===== src/acq_pkg.sv =====
package acq_pkg;

    localparam int sample_w          = 12;     // bits per adc sample
    localparam int samples_per_burst = 8;      // samples packed into one burst
    localparam int burst_w           = 128;    // payload bits per burst
    localparam int tag_w             = 4;      // word type tag

    typedef logic [tag_w-1:0] tag_t;
    localparam tag_t tag_header = 4'h1;        // fill header word
    localparam tag_t tag_data   = 4'h2;        // adc data word

    // header burst, first field sits at the top of the word
    typedef struct packed {
        logic [23:0] fill_num;                 // fill counter value at trigger
        logic [15:0] channel_tag;              // channel id from the host
        logic [1:0]  fill_type;                // {enable1, enable0}
        logic [10:0] num_bursts;               // data bursts that follow the header
        logic [74:0] pad;                      // zero
    } header_t;

    typedef struct packed {
        logic                ovr;              // over-range flag of this sample
        logic [2:0]          zero;
        logic [sample_w-1:0] sample;
    } adc_slot_t;

    typedef adc_slot_t [samples_per_burst-1:0] adc_burst_t;  // slot 0 oldest, low bits

    // one burst seen either as a header or as eight samples
    typedef union packed {
        header_t    hdr;
        adc_burst_t adc;
    } burst_payload_u;

    typedef struct packed {
        tag_t           tag;                   // says which view of payload applies
        burst_payload_u payload;
    } tagged_word_t;

endpackage


===== src/mem_pkg.sv =====
package mem_pkg;

    localparam int burst_addr_w = 11;   // burst address into the store
    localparam int burst_cnt_w  = 12;   // bursts per read request, a full store fits

endpackage


===== src/ddr3_rd_ctrl.sv =====
module ddr3_rd_ctrl import acq_pkg::*; import mem_pkg::*; (
    input  logic                    clk250,
    input  logic                    rst,
    input  logic                    enable_reading,      // loads start and count, go
    input  logic [burst_addr_w-1:0] ddr3_rd_start_addr,
    input  logic [burst_cnt_w-1:0]  ddr3_rd_burst_cnt,
    output logic [burst_addr_w-1:0] mem_rd_addr,
    input  logic [burst_w-1:0]      mem_rd_dat,
    output logic [burst_w-1:0]      rd_dat,
    output logic                    rd_valid,
    output logic                    rd_last,
    output logic                    reading_done
);

    logic [burst_addr_w-1:0] addr_q;           // next address to issue
    logic [burst_cnt_w-1:0]  remain_q;         // bursts not yet issued
    logic [burst_cnt_w-1:0]  remain_now;
    logic                    issue;            // a read goes out this cycle
    logic                    valid_q;          // memory stage flags
    logic                    last_q;

    // the first read leaves in the enable cycle itself
    assign mem_rd_addr = enable_reading ? ddr3_rd_start_addr : addr_q;
    assign remain_now  = enable_reading ? ddr3_rd_burst_cnt : remain_q;
    assign issue       = (remain_now != '0);

    always_ff @(posedge clk250) begin
        rd_dat <= mem_rd_dat;                  // output stage of the read pipe
    end

    always_ff @(posedge clk250) begin
        if (rst) begin
            addr_q       <= '0;
            remain_q     <= '0;
            valid_q      <= 1'b0;
            last_q       <= 1'b0;
            rd_valid     <= 1'b0;
            rd_last      <= 1'b0;
            reading_done <= 1'b1;
        end else begin
            valid_q  <= issue;
            last_q   <= issue && (remain_now == burst_cnt_w'(1));
            rd_valid <= valid_q;               // lines up with rd_dat
            rd_last  <= last_q;
            if (issue) begin
                addr_q   <= mem_rd_addr + 1'b1;
                remain_q <= remain_now - 1'b1;
            end else begin
                remain_q <= '0;
            end
            if (enable_reading)
                reading_done <= (ddr3_rd_burst_cnt == '0);
            else if (rd_last)
                reading_done <= 1'b1;          // held until the next request
        end
    end

endmodule


===== config.mk =====
export PLATFORM = sky130hd
export DESIGN_NAME = ddr3_rd_ctrl
export DESIGN_NICKNAME = d
export VERILOG_FILES = /design/src/acq_pkg.sv /design/src/mem_pkg.sv /design/src/ddr3_rd_ctrl.sv
export SDC_FILE = /design/constraint.sdc
export NUM_CORES = 1
export LEC_CHECK = 0
export BUFFER_PORTS_ARGS = -buffer_cell sky130_fd_sc_hd__buf_4
export CORE_AREA = 2 2 116 118
export CTS_BUF_LIST = sky130_fd_sc_hd__clkbuf_16
export DETAILED_ROUTE_END_ITERATION = 8
export DIE_AREA = 0 0 118 120
export PLACE_DENSITY = 0.65
export SETUP_SLACK_MARGIN = 0.15
export SLEW_MARGIN = 20
export SYNTH_ARGS = -nofsm -noshare
export SYNTH_HDL_FRONTEND = slang
export SYNTH_SLANG_ARGS = --single-unit
export TNS_END_PERCENT = 20

===== constraint.sdc =====
create_clock -name clk250 -period 3.6 [get_ports clk250]
set_input_delay 0.18 -clock clk250 [delete_from_list [all_inputs] [get_ports clk250]]
set_output_delay 0.18 -clock clk250 [all_outputs]
set_load 0.05 [all_outputs]

======== Word-level counts from Yosys, hierarchy flattened ========
Cells that the tools add are included.
word-level totals
  register bits after elaboration ......... 156
  bits of input ports ..................... 154
  output and inout port bits .............. 142
  word-level logic and storage cells ...... 21
operators by class
  $add $sub $neg .......................... 2
  equality and inequality tests ........... 1
  muxes and demuxes ....................... 4
  bitwise gates (word level) .............. 1
  reductions and logical operators ........ 5
operators with widths
  kind                                                                     count
  12-bit by 1-bit equality test with 1-bit output (second input constant)  1
  12-bit logical NOT                                                       1
  12-bit two-way mux                                                       1
  12-bit nonzero test                                                      1
  12-bit by 1-bit subtractor with 12-bit output (second input constant)    1
  11-bit by 1-bit adder with 11-bit output (second input constant)         1
  11-bit two-way mux                                                       1
  1-bit two-way mux                                                        2
  2-bit nonzero test                                                       1
  2-bit OR reduction                                                       1
  1-bit logical AND                                                        1
  1-bit inverter                                                           1

======== Longest topological paths before layout ========
Gate-level depths: netlist of run 1.
  word-level depth ........................ 4
  mapped depth ............................ 11
  depth with buffers taken out ............ 8

======== Worst setup path after synthesis of run 1 ========
No wires, ideal clock.
  path type ............................... input-to-reg
  start ................................... input port enable_reading
  end ..................................... register addr_q[6]
  library setup time ...................... 0.125 ns
  arrival ................................. 2.843 ns
  required time ........................... 3.475 ns
  setup slack ............................. 0.632 ns
  cell stages on the path ................. 10
  buffers on the path ..................... 3
  cell sequence ........................... buf_6 -> buf_6 -> buf_4 -> o21ai_0 -> ha_1 -> nand4b_1 -> a22oi_1 -> xnor2_1 -> mux2i_1 -> nor2b_1
between the ends
  longest elaborated chain between the ends .. 2
  elaborated cells between the ends (all ways) .. 4
  those cells by class .................... add/sub (1); mux (2); reduce/logical (1)
RTL lines
  item                                      RTL line            text
  from (decl)                               ddr3_rd_ctrl.sv:4   input logic enable_reading,
  11-bit two-way mux                        ddr3_rd_ctrl.sv:23  assign mem_rd_addr = enable_reading ? ddr3_rd_start_addr : addr_q;
  named net mem_rd_addr[0]                  ddr3_rd_ctrl.sv:7   output logic [burst_addr_w-1:0] mem_rd_addr,
  11-bit by 1-bit adder with 11-bit output  ddr3_rd_ctrl.sv:46  addr_q <= mem_rd_addr + 1'b1;
  to (signal assigned)                      ddr3_rd_ctrl.sv:46
  to (decl)                                 ddr3_rd_ctrl.sv:15  logic [burst_addr_w-1:0] addr_q;
The timed path passes the listed nets, and every way through them passes these cells.
A chain may end at the register's enable or synchronous reset.

======== Worst setup path in the final report of run 1 ========
  start ................................... input port enable_reading
  end ..................................... register addr_q[10]
between the ends
  longest elaborated chain between the ends .. 2
  elaborated cells between the ends (all ways) .. 4
  those cells by class .................... add/sub (1); mux (2); reduce/logical (1)
RTL lines
  item                                                                             RTL line
  11-bit two-way mux or 12-bit two-way mux (tied branches)                         ddr3_rd_ctrl.sv:23, ddr3_rd_ctrl.sv:24
  11-bit by 1-bit adder with 11-bit output or 12-bit nonzero test (tied branches)  ddr3_rd_ctrl.sv:46, ddr3_rd_ctrl.sv:25
Parallel ways exist; a longest one is shown, timed or not.

==> summary.txt, run 1 <==
Status -> finished clean
Via/cell ratio -> 4.32
CP top delay family -> buffers and inverters
Critical Path RT -> 3.88 ns
Seq cells post-synth -> 156
Top cell by count, worst path -> buf_4
Crit Path Category -> input port to flop
Initial core utilization -> 0.329
Crit path DAT -> 2.48 ns
Critical path buffer and inverter count -> 2
DIE WIDTH -> 118 microns
Seq/Total Area, Yosys -> 0.730
Hold buffer count at cts -> 128
Core Area -> 13000 sq um
Share of cells above drive strength 1 -> 0.450
Vias -> 4075
First-pass GRT wire length -> 24000 microns
Hold Violations, Final -> 0
Commonest non-fill, non-tap cell in the layout -> buf_4
Top cells by area, synth -> dfxtp_1, mux2i_1, mux2_2
Asr flop ratio synth -> 0
Crit. End Element -> flop
Die area -> 14200 sq um
NetSw -> 1.26 mW
GPL Wtd Cong -> 0.798
Syn-to-layout area delta -> 98.5%
Max Cap Viol -> 0
Routed WL -> 16100 microns
Min Tclk post-route -> 2.20 ns
Routed WL per cell -> 17.0 microns
CP Max Fanout -> 49
Slowest-stage cell, CP -> buf_4
Setup Buffers After CTS -> 0
F_max -> 455 MHz
Comb pwr share -> 0.195
Worst Setup Slack, final -> 1.40 ns
Mapped Nets -> 476
Syn_area_per_cell -> 13.4 sq um
Switching share of power -> 0.286
Vias in the first global route -> 4446
Clock network fraction of total power -> 0.378
Root Buffer -> clkbuf_16
Area leader, netlist -> dfxtp_1
Int Pwr -> 3.14 mW
Cell variety after synth -> 44
1st-iter DRT viols -> 126
Final setup fails -> 0
Fin area -> 8490 sq um
Nets -> 910
Most frequent cells in the layout -> buf_4, dfxtp_1, dlygate4sd3_1
CP startpoint kind -> input port
Drt pass-1 iters -> 4
Post-cts resize count -> 0
GRT overflow -> 0
DRT antenna net count -> 0
Main synth FF type -> dfxtp_1
CTS HTree Levels -> 4
PD cells -> 517 nW/um^2
Rows -> 42
Unrepaired setup endpoints after global routing -> false
Cell Area, Synth -> 4280 sq um
Worst path cell trace -> buf_4 -> mux2i_1 -> ha_1 -> o21ai_2 -> nor4_4 -> buf_4 -> or2_1 -> o21ai_1
Drt drc -> 0
Number of flops mapped to enable cells by yosys -> 0
Setup_tns -> 0 ns
Total global-route track usage -> 0.227
Maximum vdd drop -> 410 uV
CTS tree -> built
Total clock sinks -> 156
Mapped Cells -> 319
Relative slew slack -> 0.638
Worst slew pin tran -> 0.543 ns
Clk_skew -> 0.00619 ns
Total chip power -> 4.39 mW
Clk_lat worst skew -> 0.41 ns
Fill count -> 949
Final Cycle Share -> 0.611
Max clock buf depth -> 2
# port buffers -> 295
Worst-path clk slew -> 0.06 ns
DP Worst Slack -> 0.961 ns
Reg power frac -> 0.426
Chip height -> 120 microns
Pin count of the biggest net entering global routing -> 50
Initial antenna violation count -> 2
Slew Limit Fails -> 0
P_leak -> 3.93 nW
Hold WC Path Type -> input port to flop
Placed instance area -> 6650 sq um
IO Pins -> 296
Yosys top cell area share -> 0.730
Yosys warnings -> 0
Total CTS buffers -> 17
Post-DP HPWL -> 10300 microns
Slowest stage delay, CP -> 0.44 ns
[synth_stat cells, types with 2 or more instances]
cell type  instances
nor3_1             9
nor2_1            21
o21ai_1            5
nor3b_1            2
buf_6              3
nand2_1           10
clkbuf_1           2
nor3_2             2
nand4b_1           3
o22a_1             2
nand4_1            5
buf_2              2
dfxtp_1          156
a21oi_1            6
nor4_1             2
ha_1               3
nor2b_1            5
xnor2_1            6
nand3b_1           5
nor3b_2            2
or3_1              2
xor2_1             6
o21ai_0            4
buf_4              2
mux2_2             9
inv_1              7
nand3_1            3
or2_1              2
mux2i_1           18
[worst paths after layout]
path,endpoint,from,slack (ns),cells after the start
worst max register to register,addr_q[10],remain_q[0],1.46,7
worst max-delay path,addr_q[10],enable_reading,1.40,8
worst min register to register,rd_last,last_q,0.43,1
worst min-delay path,reading_done,ddr3_rd_burst_cnt[5],0.08,4
[routing by layer]
layer  vias to the layer above  part of all wire  global-route usage
met3                        48             0.061              0.0703
met4                         0             0.055               0.151
met5                         -                 0                   0
met2                       191              0.53               0.405
li1                       1956                 -                   -
met1                      1880              0.36               0.227
[worst reg2reg max path, delay by kind of cell, from the launching register on]
kind / cells / cell delay [ns]
AOI/OAI and AO/OA: 2 / 0.25
adders and majority gates: 1 / 0.29
buffers and inverters: 1 / 0.25
DFF: 1 / 0.31
and+or+nand+nor: 2 / 0.68
muxes: 1 / 0.25
[cells by family after synthesis]
kind of cell	after synthesis	synth area share
xor gates and xnor gates	12	0.0246
muxes	27	0.0658
AOI/OAI and AO/OA	26	0.0413
DFF	156	0.730
adders and majority gates	3	0.00878
and+or+nand+nor	78	0.107
buffers and inverters	17	0.0225
[cell type report]
cell class / count / area [sq um] / area share
timing repair buffer: 424 / 3500 / 0.413
clock inverter: 15 / 126 / 0.0149
multi-input combinational: 146 / 1060 / 0.125
antenna: 2 / 5.00 / 0.000589
sequential: 156 / 3120 / 0.368
tap: 176 / 220 / 0.0259
inverter: 8 / 30.0 / 0.00354
clock buffer: 17 / 425 / 0.0501
[stage by stage]
stage                     hold WS (ns)   util  cells
after detailed placement         0.285  0.513    782
after global routing            0.0743  0.654    943
final                           0.0792  0.654    944
after CTS                       0.0568  0.654    942
after global placement           0.284  0.513    782
after floorplan                  0.208      -    319
[registers in the layout (all words and copies together), names as in the netlist]
| name | cells |
|---|---|
| reading_done | 1 |
| valid_q | 1 |
| rd_valid | 1 |
| rd_dat | 128 |
| addr_q | 11 |
| rd_last | 1 |
| remain_q | 12 |
| last_q | 1 |
[power groups by stage]
| stage | Clock [mW] | Sequential, mW | Combinational (mW) |
|---|---|---|---|
| floorplan | 0 | 2.17 | 0.158 |
| global placement | 0 | 1.90 | 0.728 |
| detailed placement | 0 | 1.90 | 0.734 |
| CTS | 1.68 | 1.87 | 0.848 |
| global route | 1.77 | 1.88 | 0.893 |
| finish | 1.66 | 1.87 | 0.858 |
Power figures use the tool's default switching activity.
==> run 2: changes to the inputs <==
--- a/config.mk
+++ b/config.mk
@@ -10,7 +10,7 @@
 export CTS_BUF_LIST = sky130_fd_sc_hd__clkbuf_16
 export DETAILED_ROUTE_END_ITERATION = 8
 export DIE_AREA = 0 0 118 120
-export PLACE_DENSITY = 0.65
+export PLACE_DENSITY = 0.67
 export SETUP_SLACK_MARGIN = 0.15
 export SLEW_MARGIN = 20
 export SYNTH_ARGS = -nofsm -noshare
==> constraint.sdc (replaced) <==
create_clock -name clk250 -period 1.85 [get_ports clk250]
set_input_delay 0.0925 -clock clk250 [delete_from_list [all_inputs] [get_ports clk250]]
set_output_delay 0.0925 -clock clk250 [all_outputs]
set_load 0.05 [all_outputs]
==> summary.txt, run 2 (same netlist as run 1, synthesis figures left out) <==
Drt drc -> 0
CTS tree -> built
Critical Path RT -> 2.20 ns
Hold Violations, Final -> 0
Drt pass-1 iters -> 4
Hold Path Sink -> reading_done
Max clock buf depth -> 2
GRT overflow -> 0
Syn-to-layout area delta -> 105%
Pin count of the biggest net entering global routing -> 30
Core Area -> 13000 sq um
Status -> finished clean
WHS Path Cells -> 4
IO Pins -> 296
Relative slew slack -> 0.648
Routed WL -> 16600 microns
Nets -> 933
DRT antenna net count -> 0
Vias -> 4207
Worst Setup Slack, final -> 0.157 ns
Most frequent cells in the layout -> buf_4, dfxtp_1, dlygate4sd3_1
Crit path DAT -> 2.04 ns
Clk_skew -> 0.00809 ns
Chip height -> 120 microns
Maximum vdd drop -> 757 uV
PD cells -> 1020 nW/um^2
Fin area -> 8770 sq um
Post-DP HPWL -> 10700 microns
Die area -> 14200 sq um
Worst R2R End -> remain_q[6]
Total global-route track usage -> 0.231
Biggest regs -> rd_dat (128), remain_q (12), addr_q (11)
DP Worst Slack -> -0.0786 ns
Max reg flops -> 128
Hold WC Path Type -> input port to flop
DIE WIDTH -> 118 microns
Fill count -> 887
Root Buffer -> clkbuf_16
Min Tclk post-route -> 1.69 ns
Total CTS buffers -> 17
Setup_tns -> 0 ns
Crit. End Element -> flop
Rows -> 42
Cells on worst reg2reg path -> 6
Initial antenna violation count -> 0
Vias in the first global route -> 4555
First-pass GRT wire length -> 24700 microns
Via/cell ratio -> 4.36
Total clock sinks -> 156
Reg2Reg Setup Slack -> 0.16 ns
Initial core utilization -> 0.329
HP Start -> ddr3_rd_burst_cnt[5]
1st-iter DRT viols -> 123
F_max -> 591 MHz
Final Cycle Share -> 0.915
Worst-path clk slew -> 0.06 ns
# port buffers -> 295
Crit Path Category -> flop to flop
Share of cells above drive strength 1 -> 0.471
Commonest non-fill, non-tap cell in the layout -> buf_4
RR Startpoint -> remain_q[0]
Slew Limit Fails -> 0
Unrepaired setup endpoints after global routing -> true
Routed WL per cell -> 17.2 microns
Placed instance area -> 6820 sq um
Final setup fails -> 0
CP startpoint kind -> flop
CP Max Fanout -> 4
CTS HTree Levels -> 4
Antenna fix cells -> 0
Clk_lat worst skew -> 0.41 ns
Max Cap Viol -> 0
GPL Wtd Cong -> 0.817
Largest Register -> rd_dat
Worst slew pin tran -> 0.526 ns
P_leak -> 4.08 nW
run 2: cell types whose count changed in the layout (fill, tap and decap cells not counted), sizes merged:
cell	previous run	this run
bufinv	1	3
inv	12	15
clkinv	4	2
buf	296	317
clkinvlp	6	3
diode	2	0
dlygate4sd3	128	130
run 2: cell type report:
cell class,count,area (sq um),area share
clock inverters,15,171,0.0195
clock buffers,17,425,0.0485
well taps,176,220,0.0251
inverters,8,30.0,0.00342
multi-input cells,146,1110,0.126
repair buffers,447,3690,0.421
flip-flops and latches,156,3120,0.356
run 2: power by group:
part / leakage [nW] / internal [mW] / switching (mW)
clock network: 0.292 / 2.12 / 1.39
registers: 1.31 / 3.56 / 0.0849
logic: 2.48 / 0.764 / 0.998
run 2: through the flow:
| step | instances | util | hold slack, ns | total power [mW] |
|---|---|---|---|---|
| after floorplan | 319 | - | 0.120 | 4.56 |
| after global routing | 965 | 0.676 | 0.0191 | 9.21 |
| after global placement | 797 | 0.525 | 0.197 | 5.17 |
| final | 965 | 0.676 | 0.00995 | 8.92 |
| after CTS | 962 | 0.674 | 0.00143 | 8.91 |
| after detailed placement | 797 | 0.525 | 0.198 | 5.20 |
run 2: critical path, stage by stage (launching register included):
cell	delay [ns]
dfxtp_1	0.31
mux2i_2	0.19
ha_2	0.25
o21ai_4	0.09
buf_4	0.16
or4_1	0.51
a21oi_1	0.13
run 2: per-layer routing:
metal | global-route usage | up-vias | routed length [microns]
met5 | 0 | - | 0
met4 | 0.129 | 0 | 825
met3 | 0.0732 | 47 | 1130
met2 | 0.423 | 214 | 8720
met1 | 0.233 | 1951 | 5940
li1 | - | 1995 | -
run 2: how the worst max path moves through the flow:
stage                    from          end  depth (start not counted)
4_1_cts           remain_q[0]    addr_q[0]                          7
2_1_floorplan  enable_reading    addr_q[1]                         11
6_report          remain_q[0]  remain_q[6]                          6
3_5_place_dp   enable_reading    addr_q[6]                          8
3_3_place_gp   enable_reading    addr_q[3]                          8
5_1_grt           remain_q[1]    addr_q[3]                          7
run 2: repair_timing:
action | in CTS | in global routing
buffers inserted | 3 | 3
endpoints found under the setup margin | 19 | 15
pin swaps | 2 | 2
gates resized for setup | 1 | 2
cloned | 0 | 0
hold buffers | 130 | 0
hold endpoints to repair | 133 | 0
==> run 3: changes to the inputs <==
--- a/config.mk
+++ b/config.mk
@@ -10,7 +10,7 @@
 export CTS_BUF_LIST = sky130_fd_sc_hd__clkbuf_16
 export DETAILED_ROUTE_END_ITERATION = 8
 export DIE_AREA = 0 0 118 120
-export PLACE_DENSITY = 0.67
+export PLACE_DENSITY = 0.69
 export SETUP_SLACK_MARGIN = 0.15
 export SLEW_MARGIN = 20
 export SYNTH_ARGS = -nofsm -noshare
==> summary.txt, run 3 (same netlist as run 1, synthesis figures left out) <==
Clk_skew -> 0.00709 ns
Slew Limit Fails -> 0
Max reg flops -> 128
DRT antenna net count -> 0
Hold Violations, Final -> 0
Relative slew slack -> 0.663
CP startpoint kind -> flop
Post-DP HPWL -> 10500 microns
Critical Path RT -> 2.19 ns
Worst Setup Slack, final -> 0.172 ns
Max Cap Viol -> 0
CP Max Fanout -> 5
Cells on worst reg2reg path -> 7
Worst slew pin tran -> 0.504 ns
Pin count of the biggest net entering global routing -> 23
Fin area -> 8810 sq um
Commonest non-fill, non-tap cell in the layout -> buf_4
Finished Core Util -> 0.679
Antenna fix cells -> 0
Min Tclk post-route -> 1.68 ns
Unrepaired setup endpoints after global routing -> true
NetSw -> 2.61 mW
Die area -> 14200 sq um
Worst-path clk slew -> 0.06 ns
IO Pins -> 296
Max clock buf depth -> 2
# port buffers -> 295
Via/cell ratio -> 4.40
Root Buffer -> clkbuf_16
Drt pass-1 iters -> 5
Core Area -> 13000 sq um
Clk_lat worst skew -> 0.41 ns
P_leak -> 4.07 nW
Total clock sinks -> 156
Final setup fails -> 0
1st-iter DRT viols -> 179
Status -> finished clean
PD cells -> 1020 nW/um^2
Chip height -> 120 microns
CTS tree -> built
Vias in the first global route -> 4595
Reg power frac -> 0.406
Initial antenna violation count -> 0
Total global-route track usage -> 0.235
Syn-to-layout area delta -> 106%
DIE WIDTH -> 118 microns
WHS Path Cells -> 4
Routed WL per cell -> 17.4 microns
Vias -> 4236
First-pass GRT wire length -> 24900 microns
F_max -> 596 MHz
Int Pwr -> 6.37 mW
Nets -> 930
DP Worst Slack -> -0.132 ns
Fill count -> 854
Crit Path Category -> flop to flop
Most frequent cells in the layout -> buf_4, dfxtp_1, dlygate4sd3_1
Rows -> 42
Crit. End Element -> flop
Hold WC Path Type -> input port to flop
GRT overflow -> 0
Largest Register -> rd_dat
Comb pwr share -> 0.198
Biggest regs -> rd_dat (128), remain_q (12), addr_q (11)
Initial core utilization -> 0.329
Drt drc -> 0
Crit path DAT -> 2.02 ns
Switching share of power -> 0.290
Maximum vdd drop -> 713 uV
CTS HTree Levels -> 4
GPL Wtd Cong -> 0.820
Final Cycle Share -> 0.907
Share of cells above drive strength 1 -> 0.483
Total CTS buffers -> 17
Placed instance area -> 6790 sq um
Routed WL -> 16800 microns
Clock network fraction of total power -> 0.396
run 3: critical path, cell delays in order (launching register included):
cell and delay (ns):
dfxtp_2 0.33, mux2i_4 0.19, ha_4 0.18, o21ai_4 0.06, buf_4 0.15, or2_1 0.23, or3_1 0.34, a21oi_1 0.12
run 3: power groups by stage:
stage,clock network [mW],registers [mW],logic (mW)
after detailed placement,0,3.71,1.48
after floorplan,0,4.23,0.332
after CTS,3.56,3.63,1.72
final,3.55,3.65,1.77
after global routing,3.77,3.66,1.84
after global placement,0,3.70,1.46
run 3: final timing paths:
check / end / slack, ns / from
max: remain_q[8] / 0.17 / remain_q[1]
min: reading_done / 0.04 / ddr3_rd_burst_cnt[10]
max reg2reg: remain_q[8] / 0.17 / remain_q[1]
min reg2reg: rd_last / 0.44 / last_q
run 3: per-stage QoR:
step / setup TNS (ns) / hold slack (ns) / total power [mW] / std cells
after CTS: 0 / 0.0226 / 8.91 / 961
after global routing: 0 / 0.0504 / 9.27 / 962
after detailed placement: -0.492 / 0.198 / 5.19 / 795
final: 0 / 0.0450 / 8.97 / 962
after floorplan: -1.26 / 0.120 / 4.56 / 319
after global placement: 0 / 0.197 / 5.16 / 795
run 3: cell type report:
class                      instances  area (sq um)  area share
timing repair buffer             444          3660       0.416
sequential                       156          3130       0.355
multi-input combinational        146          1160       0.132
clock buffer                      17           425      0.0483
tap                              176           220      0.0250
clock inverter                    15           178      0.0202
inverter                           8          30.0     0.00341
run 3: what timing repair did:
item / 4_1_cts / 5_1_grt
resized for setup: 8 / 9
setup buffers: 5 / 1
setup endpoints to repair: 21 / 23
pin swaps: 5 / 3
gates cloned: 0 / 0
hold buffers: 129 / 0
endpoints found under the hold margin: 129 / 0
run 3: metal layers:
layer	share of wire	wire length, microns	global-route usage	up-vias
met5	0	0	0	-
met2	0.53	8920	0.428	221
met3	0.061	1030	0.0632	46
li1	-	-	-	1992
met1	0.37	6200	0.245	1977
met4	0.037	624	0.127	0
